--- config.mk ---
export PLATFORM = sky130hd
export DESIGN_NAME = interruptCsrTop
export DESIGN_NICKNAME = d
export VERILOG_FILES = /design/src/common/csrDefsPkg.sv /design/src/common/irqTypesPkg.sv /design/src/logic/interruptCsrTop.sv /design/src/logic/csrReadMux.sv /design/src/logic/trapControlRegs.sv /design/src/interrupts/interruptSelect.sv /design/src/interrupts/interruptRegs.sv
export SDC_FILE = /design/constraint.sdc
export NUM_CORES = 1
export LEC_CHECK = 0
export CORE_UTILIZATION = 70
export CTS_BUF_LIST = sky130_fd_sc_hd__clkbuf_4
export DETAILED_ROUTE_END_ITERATION = 6
export DONT_BUFFER_PORTS = 1
export PLACE_DENSITY = 0.83
export SLEW_MARGIN = 10
export SYNTH_ARGS = -nofsm -noshare
export SYNTH_HDL_FRONTEND = slang
export SYNTH_SLANG_ARGS = --single-unit
--- constraint.sdc ---
create_clock -name clk -period 3.7 [get_ports clk]
set_input_delay 0.185 -clock clk [delete_from_list [all_inputs] [get_ports clk]]
set_output_delay 0.185 -clock clk [all_outputs]
set_load 0.05 [all_outputs]
--- src/common/csrDefsPkg.sv ---
// CSR constants for a 32-bit hart with M and S modes and no user interrupts, shared by all blocks
`default_nettype none

package csrDefsPkg;

  //////////////////////////////
  // Configuration
  //////////////////////////////

  // CSR data width
  localparam int xlen = 32;

  // Supervisor mode present
  localparam bit sSupported = 1'b1;
  // Timer-compare extension off, so STIP stays writable in mip
  localparam bit sstcSupported = 1'b0;

  //////////////////////////////
  // CSR addresses
  //////////////////////////////

  localparam logic [11:0] csrAdrMstatus = 12'h300;
  localparam logic [11:0] csrAdrMideleg = 12'h303;
  localparam logic [11:0] csrAdrMie     = 12'h304;
  localparam logic [11:0] csrAdrMip     = 12'h344;
  localparam logic [11:0] csrAdrSstatus = 12'h100;
  localparam logic [11:0] csrAdrSie     = 12'h104;
  localparam logic [11:0] csrAdrSip     = 12'h144;

  // Interrupt field positions in mip and mie
  localparam int bitSsi = 1;
  localparam int bitMsi = 3;
  localparam int bitSti = 5;
  localparam int bitMti = 7;
  localparam int bitSei = 9;
  localparam int bitMei = 11;

  // Write masks follow the configuration above
  localparam logic [11:0] mipWriteMask =
    !sSupported ? 12'h000 : (sstcSupported ? 12'h202 : 12'h222);
  localparam logic [11:0] mieWriteMask = sSupported ? 12'hAAA : 12'h888;
  localparam logic [11:0] sFieldMask = 12'h222;
  localparam logic [11:0] mFieldMask = 12'h888;
  // Only S-level interrupts can be handed down
  localparam logic [11:0] midelegWriteMask = sSupported ? 12'h222 : 12'h000;

  // Global enable bits in mstatus and sstatus
  localparam int statusSie = 1;
  localparam int statusMie = 3;

  // Privilege levels
  localparam logic [1:0] privU = 2'd0;
  localparam logic [1:0] privS = 2'd1;
  localparam logic [1:0] privM = 2'd3;

  // Interrupt cause codes match the field positions
  localparam logic [3:0] causeSsi = 4'(bitSsi);
  localparam logic [3:0] causeMsi = 4'(bitMsi);
  localparam logic [3:0] causeSti = 4'(bitSti);
  localparam logic [3:0] causeMti = 4'(bitMti);
  localparam logic [3:0] causeSei = 4'(bitSei);
  localparam logic [3:0] causeMei = 4'(bitMei);

endpackage

`default_nettype wire
--- src/common/irqTypesPkg.sv ---
// Bundled access, line and request types; the access data width follows xlen from csrDefsPkg
`default_nettype none

package irqTypesPkg;

  import csrDefsPkg::*;

  //////////////////////////////
  // Bus-side bundles
  //////////////////////////////

  // One CSR access per cycle, the address also picks read data
  typedef struct packed {
    logic             mWrite;
    logic             sWrite;
    logic [11:0]      adr;
    logic [xlen-1:0]  wdata;
  } csrAccessT;

  // External interrupt sources, level sensitive
  typedef struct packed {
    logic mExt;
    logic sExt;
    logic mTimer;
    logic sTimer;
    logic mSw;
  } irqLinesT;

  // mip/mie layout, MSB first
  typedef struct packed {
    logic mei;
    logic res10;
    logic sei;
    logic res8;
    logic mti;
    logic res6;
    logic sti;
    logic res4;
    logic msi;
    logic res2;
    logic ssi;
    logic res0;
  } irqFieldsT;

  // Masked as a raw word, decoded by field in the selector
  typedef union packed {
    logic [11:0] raw;
    irqFieldsT   fields;
  } irqWordU;

  // mstatus global enables
  typedef struct packed {
    logic mie;
    logic sie;
  } globalEnT;

  // Interrupt request toward the trap logic
  typedef struct packed {
    logic       valid;
    logic [3:0] cause;
    logic       targetS;
  } irqRequestT;

endpackage

`default_nettype wire

--- src/logic/interruptCsrTop.sv ---
// Privilege checks on accesses belong to the core; one access and one request level per cycle
`timescale 1ns/10ps
`default_nettype none

module interruptCsrTop
  import csrDefsPkg::*;
  import irqTypesPkg::*;
(
  input  logic            clk,
  input  logic            reset,
  input  csrAccessT       access,
  input  logic [1:0]      privMode,
  input  irqLinesT        lines,
  output logic [xlen-1:0] readData,
  output irqRequestT      request
);

  logic [11:0] mideleg;
  globalEnT    globalEn;
  irqWordU     pending;
  irqWordU     enabled;

  // Delegation and mstatus enables
  trapControlRegs trapControlRegs_i (
    .clk      (clk),
    .reset    (reset),
    .access   (access),
    .mideleg  (mideleg),
    .globalEn (globalEn)
  );

  // mip and mie
  interruptRegs interruptRegs_i (
    .clk     (clk),
    .reset   (reset),
    .access  (access),
    .lines   (lines),
    .mideleg (mideleg),
    .pending (pending),
    .enabled (enabled)
  );

  interruptSelect interruptSelect_i (
    .pending  (pending),
    .enabled  (enabled),
    .mideleg  (mideleg),
    .globalEn (globalEn),
    .privMode (privMode),
    .request  (request)
  );

  csrReadMux csrReadMux_i (
    .access   (access),
    .pending  (pending),
    .enabled  (enabled),
    .mideleg  (mideleg),
    .globalEn (globalEn),
    .readData (readData)
  );

endmodule

`default_nettype wire

--- src/logic/csrReadMux.sv ---
// Read data is combinational from the address; unimplemented addresses read zero
`timescale 1ns/10ps
`default_nettype none

module csrReadMux
  import csrDefsPkg::*;
  import irqTypesPkg::*;
(
  input  csrAccessT       access,
  input  irqWordU         pending,
  input  irqWordU         enabled,
  input  logic [11:0]     mideleg,
  input  globalEnT        globalEn,
  output logic [xlen-1:0] readData
);

  always_comb begin
    readData = '0;
    case (access.adr)
      csrAdrMip:     readData[11:0] = pending.raw;
      csrAdrMie:     readData[11:0] = enabled.raw;
      // Supervisor views show delegated fields only
      csrAdrSip:     readData[11:0] = pending.raw & mideleg;
      csrAdrSie:     readData[11:0] = enabled.raw & mideleg;
      csrAdrMideleg: readData[11:0] = mideleg;
      csrAdrMstatus: begin
        readData[statusMie] = globalEn.mie;
        readData[statusSie] = globalEn.sie;
      end
      // MIE hidden from S mode
      csrAdrSstatus: readData[statusSie] = globalEn.sie;
      default:       readData = '0;
    endcase
  end

endmodule

`default_nettype wire

--- src/logic/trapControlRegs.sv ---
// Holds only MIE and SIE of mstatus; other status fields and medeleg live elsewhere in the core
`timescale 1ns/10ps
`default_nettype none

module trapControlRegs
  import csrDefsPkg::*;
  import irqTypesPkg::*;
(
  input  logic        clk,
  input  logic        reset,
  input  csrAccessT   access,
  output logic [11:0] mideleg,
  output globalEnT    globalEn
);

  logic writeMideleg;
  logic writeMstatus;
  logic writeSstatus;
  logic newSie;

  //////////////////////////////
  // Write decode
  //////////////////////////////

  assign writeMideleg = access.mWrite & (access.adr == csrAdrMideleg);
  assign writeMstatus = access.mWrite & (access.adr == csrAdrMstatus);
  // Supervisor strobe ignored while machine strobe is high
  assign writeSstatus = access.sWrite & ~access.mWrite & (access.adr == csrAdrSstatus);

  // SIE stuck low without S mode
  assign newSie = sSupported & access.wdata[statusSie];

  //////////////////////////////
  // Registers
  //////////////////////////////

  // Delegation mask, S-level bits only
  always_ff @(posedge clk) begin
    if (reset) begin
      mideleg <= '0;
    end else if (writeMideleg) begin
      mideleg <= access.wdata[11:0] & midelegWriteMask;
    end
  end

  // Global enables
  always_ff @(posedge clk) begin
    if (reset) begin
      globalEn <= '0;
    end else if (writeMstatus) begin
      globalEn.mie <= access.wdata[statusMie];
      globalEn.sie <= newSie;
    end else if (writeSstatus) begin
      // sstatus reaches SIE only
      globalEn.sie <= newSie;
    end
  end

endmodule

`default_nettype wire

--- src/interrupts/interruptSelect.sv ---
// Fixed priority MEI, MSI, MTI, SEI, SSI, STI regardless of delegation; privilege 2 takes only M-level
`timescale 1ns/10ps
`default_nettype none

module interruptSelect
  import csrDefsPkg::*;
  import irqTypesPkg::*;
(
  input  irqWordU     pending,
  input  irqWordU     enabled,
  input  logic [11:0] mideleg,
  input  globalEnT    globalEn,
  input  logic [1:0]  privMode,
  output irqRequestT  request
);

  logic [11:0] candidates;
  logic        mAllowed;
  logic        sAllowed;
  logic [11:0] mTaken;
  logic [11:0] sTaken;
  irqWordU     takeable;

  //////////////////////////////
  // Gating
  //////////////////////////////

  // Pending and enabled
  assign candidates = pending.raw & enabled.raw;

  // M-level interrupts always preempt lower privilege
  assign mAllowed = (privMode != privM) | globalEn.mie;

  // Delegated ones never interrupt M mode
  assign sAllowed = (privMode == privU) | ((privMode == privS) & globalEn.sie);

  assign mTaken = candidates & ~mideleg & {12{mAllowed}};
  assign sTaken = candidates & mideleg & {12{sAllowed}};

  assign takeable.raw = mTaken | sTaken;

  //////////////////////////////
  // Priority pick
  //////////////////////////////

  always_comb begin
    request = '0;
    if (takeable.fields.mei) begin
      request.valid   = 1'b1;
      request.cause   = causeMei;
      request.targetS = mideleg[bitMei];
    end else if (takeable.fields.msi) begin
      request.valid   = 1'b1;
      request.cause   = causeMsi;
      request.targetS = mideleg[bitMsi];
    end else if (takeable.fields.mti) begin
      request.valid   = 1'b1;
      request.cause   = causeMti;
      request.targetS = mideleg[bitMti];
    end else if (takeable.fields.sei) begin
      // S-level sources may land in either mode
      request.valid   = 1'b1;
      request.cause   = causeSei;
      request.targetS = mideleg[bitSei];
    end else if (takeable.fields.ssi) begin
      request.valid   = 1'b1;
      request.cause   = causeSsi;
      request.targetS = mideleg[bitSsi];
    end else if (takeable.fields.sti) begin
      request.valid   = 1'b1;
      request.cause   = causeSti;
      request.targetS = mideleg[bitSti];
    end
  end

endmodule

`default_nettype wire

--- src/interrupts/interruptRegs.sv ---
// Lines must be synchronous to clk; MEIP, MTIP and MSIP are read-only and track their lines
`timescale 1ns/10ps
`default_nettype none

module interruptRegs
  import csrDefsPkg::*;
  import irqTypesPkg::*;
(
  input  logic        clk,
  input  logic        reset,
  input  csrAccessT   access,
  input  irqLinesT    lines,
  input  logic [11:0] mideleg,
  output irqWordU     pending,
  output irqWordU     enabled
);

  logic        writeMip;
  logic        writeMie;
  logic        writeSip;
  logic        writeSie;
  logic        sStrobe;
  logic [11:0] sipWriteMask;
  logic [11:0] sieWriteMask;
  logic [11:0] mipWritable;
  logic [11:0] mieReg;

  //////////////////////////////
  // Write decode
  //////////////////////////////

  // Machine strobe overrides a simultaneous supervisor strobe
  assign sStrobe  = access.sWrite & ~access.mWrite;
  assign writeMip = access.mWrite & (access.adr == csrAdrMip);
  assign writeMie = access.mWrite & (access.adr == csrAdrMie);
  assign writeSip = sStrobe & (access.adr == csrAdrSip);
  assign writeSie = sStrobe & (access.adr == csrAdrSie);

  // Supervisor view reaches only delegated S fields
  assign sipWriteMask = mipWriteMask & sFieldMask & mideleg;
  assign sieWriteMask = mieWriteMask & sFieldMask & mideleg;

  //////////////////////////////
  // Registers
  //////////////////////////////

  // Software-writable part of mip
  always_ff @(posedge clk) begin
    if (reset) begin
      mipWritable <= '0;
    end else if (writeMip) begin
      mipWritable <= access.wdata[11:0] & mipWriteMask;
    end else if (writeSip) begin
      // Keep fields outside the S view
      mipWritable <= (access.wdata[11:0] & sipWriteMask) | (mipWritable & ~sipWriteMask);
    end
  end

  // mie holds M and S enables
  always_ff @(posedge clk) begin
    if (reset) begin
      mieReg <= '0;
    end else if (writeMie) begin
      mieReg <= access.wdata[11:0] & mieWriteMask;
    end else if (writeSie) begin
      mieReg <= (access.wdata[11:0] & sieWriteMask) | (mieReg & ~sieWriteMask);
    end
  end

  //////////////////////////////
  // Pending merge
  //////////////////////////////

  always_comb begin
    pending.raw = '0;
    pending.fields.mei = lines.mExt;
    pending.fields.mti = lines.mTimer;
    pending.fields.msi = lines.mSw;
    // SEIP is the line or the software copy
    pending.fields.sei = sSupported & (lines.sExt | mipWritable[bitSei]);
    // STIP follows the line only with timer compare
    pending.fields.sti = sstcSupported ? (sSupported & lines.sTimer) : mipWritable[bitSti];
    pending.fields.ssi = mipWritable[bitSsi];
  end

  assign enabled.raw = mieReg;

endmodule

`default_nettype wire

After elaboration in Yosys (flattened, before gate mapping)

Index checks and enable logic that the tools add are counted.

Reduce and logical (&&, ||, !) cells: 7
Eq/ne operators: 9
Multiplexer cells: 17
Bitwise operators: 27

Operators with widths:

| kind                                             | count |
|---|---|
| bitwise AND 12 bit                               | 6 |
| bitwise AND 12 x 10 -> 12 bit                    | 4 |
| == test 12 x 10 -> 1 bit (second input constant) | 4 |
| case mux 8 bit (5 select lines)                  | 1 |
| == test 12 x 9 -> 1 bit (second input constant)  | 3 |
| 2-to-1 mux 6 bit                                 | 6 |
| OR 12 bit                                        | 3 |
| 2-to-1 mux 12 bit                                | 2 |
| 2-to-1 mux 10 bit                                | 2 |
| inverter 10 -> 12 bit                            | 1 |
| bitwise AND 1 bit                                | 9 |
| case mux 1 bit (3 select lines)                  | 2 |
| case mux 1 bit (6 select lines)                  | 1 |
| nonzero test 2 bit                               | 3 |
| OR reduction 2 bit                               | 3 |
| case mux 1 bit (5 select lines)                  | 1 |
| OR 1 bit                                         | 3 |
| == test 2 x 1 -> 1 bit (second input constant)   | 1 |
| zero test 2 bit                                  | 1 |
| 2-to-1 mux 1 bit                                 | 2 |
| != test 2 bit (second input constant)            | 1 |
| inverter 1 bit                                   | 1 |

Bits of input ports: 55
Register bits: 29
Output and inout bits: 38
Word-level logic and storage cells: 67

Depth between registers and ports, before layout

Depth after elaboration: 11
Depth in mapped cells: 5
Depth with buffers taken out: 4

Hierarchy

From an unflattened synthesis, not the netlist that was laid out.

Cells, all modules: 246
Area, all modules: 2008.2 um^2

Modules (own cells, without submodules):

| module          | instances | area each (um^2) | cells each |
|---|---|---|---|
| csrReadMux      | 1         | 689.4            | 96 |
| interruptRegs   | 1         | 675.6            | 70 |
| trapControlRegs | 1         | 334.1            | 35 |
| interruptSelect | 1         | 309.0            | 45 |

Worst setup path before layout

Ideal clock, no wire load.

Path type: reg-to-output
From: register trapControlRegs_i.globalEn[1] (netlist name)
To: output request[5] (netlist bit)
Slack: 1.320 ns
Required time: 3.515 ns
Data arrival time: 2.195 ns
Path buffers: 1
Cell stages (with the launch flop): 5
Path through: dfxtp_1 > and3b_1 > a21oi_1 > nand3b_1 > buf_4

RTL lines:

| what      | line                  | source |
|---|---|---|
| to (decl) | interruptCsrTop.sv:15 | `output irqRequestT request` |

==> flow_summary.ini <==
[floorplan]
dieWidth_um = 45.16
die-area_mm2 = 0.002039
core_area_mm2 = 0.001727
die_h_um = 45.16
start_util_pct = 75.51
num_rows = 15
ios = 93

[drt]
wl_per_cell_um = 14.64
ant_nets = 0
routed_via_density = 6.161
vias = 1183
drc = 0
drt-total-wl_um = 2811
drt_iter0_markers = 50
dr.pass1.iters = 4

[logic_synthesis]
synth.distinct_cells = 40
syn-instance-count = 163
ys_warn_count = 0
ys_ff_latch = 14
avgSynthCellArea_um2 = 7.998
syn_area_mm2 = 0.001304
synth_seq_area_share_pct = 21.50

[global_route]
grt_max_degree = 16
antenna_found_initial = 0
overflow = 0
grt_pass1_vias = 982
grt_first_pass_wirelength_um = 4271
grt_usage_pct = 28.79

[timing]
max-slew-margin-rel_pct = 33.85
finalCriticalPeriod_ps = 2248
period_share_pct = 60.76
fmax_mhz = 444.8
fin_worst_hold_slack_ps = 41.85
finClkSkew_ps = 17.17
tns_ps = 0
setup_viol = 0
worst_slew_pin_slew_ps = 993.5
rsz0062_at_grt = no
worst_slack_ps = 1452
maxSlewViolCount = 0
hold_viol = 0

[critical_path]
crit_path_top_delay_cell = o2bb2ai_1
critPathTopFamily = compound AO/OA/AOI/OAI gates
end_kind = output pin
path_buf_inv = 0
start_kind = flip-flop
cp_max_fo = 4
worstPathArrival_ps = 2060
worstPathRequired_ps = 3510
path_common_cell = o21ai_0
worstSetupPathType = flip-flop to output pin
max_stage_delay_ps = 490
cp_cell_sequence = o21ai_0, o21ai_0, a22oi_1, o2bb2ai_1

[placed_design]
dpl.cell_count = 187
dpl.hpwl_um = 2251
portBuffers = 0
pre_cts_slack_ps = 1739
gp_routability_congestion = 0.8945
place_area_mm2 = 0.001256

[job]
cap_viol_max_count = 0

[pwr]
p_comb_share_pct = 25.7
p_sw_share_pct = 37.06
p_leak_nw = 0.5438
switching_power_mw = 0.1190
pwr-share-clk_pct = 27.4
p_per_area_mw_per_mm2 = 248.4
peakVddDrop_mv = 0.2408
seq_power_share_pct = 46.9
cellInternalPower_mw = 0.2020

[clock_tree]
htreeDepth = 1
cts.sinks = 14
root_buffer = clkbuf_4
cts_buffer_depth = 2
cts_tree = yes
cts_inserted_buffers = 3
clkLatencyLatePin_ps = 280
path_clk_slew_ps = 90
post_cts_buffers = 0

[layout]
n_antenna_cell = 0
drive_gt1_share_pct = 10.18
synthToLayoutAreaGrowth_pct = -0.8637
final_area_mm2 = 0.001292
finalNonFillerCells = 192
num-nets-final = 223

[run_status]
status = complete, no violations

[hold_path]
hold_class = input port to flip-flop
-- synthesized netlist by cell type --
master | n | area (um2)
nor4_4 | 1 | 21.27
a22oi_1 | 2 | 15.01
o21ai_0 | 5 | 25.02
nor4b_1 | 1 | 8.760
nor3_1 | 3 | 15.01
a31o_2 | 1 | 8.760
clkbuf_1 | 2 | 7.510
o32ai_1 | 2 | 17.52
and4_1 | 1 | 8.760
a32oi_1 | 2 | 17.52
nor3b_1 | 1 | 7.510
and4b_1 | 1 | 10.01
nand3_1 | 6 | 30.03
a21bo_2 | 1 | 10.01
nand3b_1 | 2 | 15.01
or3b_2 | 2 | 17.52
and3_1 | 4 | 25.02
nand2_1 | 7 | 26.28
and3b_1 | 2 | 17.52
nand2b_1 | 13 | 81.33
nor2_2 | 1 | 6.260
o21a_1 | 1 | 7.510
and2_1 | 2 | 12.51
mux2i_1 | 15 | 150.1
buf_4 | 29 | 217.7
a21oi_1 | 9 | 45.04
o21ba_2 | 1 | 10.01
a32o_1 | 1 | 10.01
o211ai_1 | 1 | 7.510
a22o_1 | 1 | 8.760
nand4bb_1 | 3 | 33.78
dfxtp_1 | 14 | 280.3
inv_1 | 5 | 18.77
conb_1 | 1 | 3.750
a2bb2oi_1 | 1 | 8.760
o22ai_1 | 3 | 18.77
o2bb2ai_1 | 1 | 8.760
a21boi_0 | 1 | 7.510
nor2_1 | 10 | 37.54
nand4_1 | 4 | 25.02
-- placed cells by master, fill, tap and decap left out, types with 2 or more instances in the layout --
cell type,count
a21oi_1,9
buf_4,5
mux2i_1,15
o32ai_2,2
a32oi_1,2
dfxtp_1,14
nand4bb_1,3
and3b_1,2
nand3_1,6
conb_1,26
clkbuf_4,3
a22oi_1,2
nand2_1,7
nor3_1,3
inv_1,5
and3_1,4
and2_1,2
nand2b_1,13
nand4_1,4
o21ai_0,5
o22ai_1,3
nand3b_1,2
nor2_1,10
or3b_2,2
-- stage by stage --
step                      total power [mW]  utilization (%)
after floorplan                     0.2561                -
after global placement              0.2331            72.75
after detailed placement            0.2339            72.75
after CTS                           0.3205            74.86
after global routing                0.3304            74.86
final                               0.3210            74.86
-- logic make-up (layout without fill, tap and decap cells) --
family	Yosys count	after routing	synth area share (%)
buffers and inverters	36	15	18.71
and+or+nand+nor	64	64	30.61
AOI/OAI and AO/OA	33	33	17.37
other	1	26	0.2876
muxes	15	15	11.52
DFF	14	14	21.50
-- repair_timing --
item	in CTS	in global routing
resized for setup	0	0
hold endpoints to repair	5	0
hold buffers	1	0
-- power by group through the flow --
stage	combinational, mW	clock, mW	sequential (mW)
2_1_floorplan	0.102	0	0.154
3_3_place_gp	0.0790	0	0.154
3_5_place_dp	0.0798	0	0.154
4_1_cts	0.0817	0.0883	0.151
5_1_grt	0.0864	0.0935	0.151
6_report	0.0824	0.0881	0.151
-- final timing paths --
check / startpoint / end / slack (ps) / cells past startpoint
setup reg to reg: trapControlRegs_i.mideleg[1]$_SDFFE_PP0P_ / flip-flop / 2480 / 4
hold reg to reg: flip-flop / flip-flop / 500 / 2
hold / removal: access[1] / flip-flop / 40 / 2
setup / recovery: flip-flop / request[3] / 1450 / 4
-- area by class of cell --
cell class	count	area, um2
multi-input cells	138	888.4
fillers	138	434.2
flip-flops and latches	14	280.3
repair buffers	6	47.55
well taps	25	31.28
clock buffers	3	22.52
inverters	5	18.77
clock inverters	1	3.754
-- routing by layer --
| layer | part of all wire [%] | global-route usage [%] |
|---|---|---|
| met2 | 46 | 44.93 |
| met5 | 0 | 0 |
| met3 | 8.5 | 4.800 |
| met1 | 42 | 37.35 |
| met4 | 3.4 | 16.36 |
(Power assumes the default switching activity.)
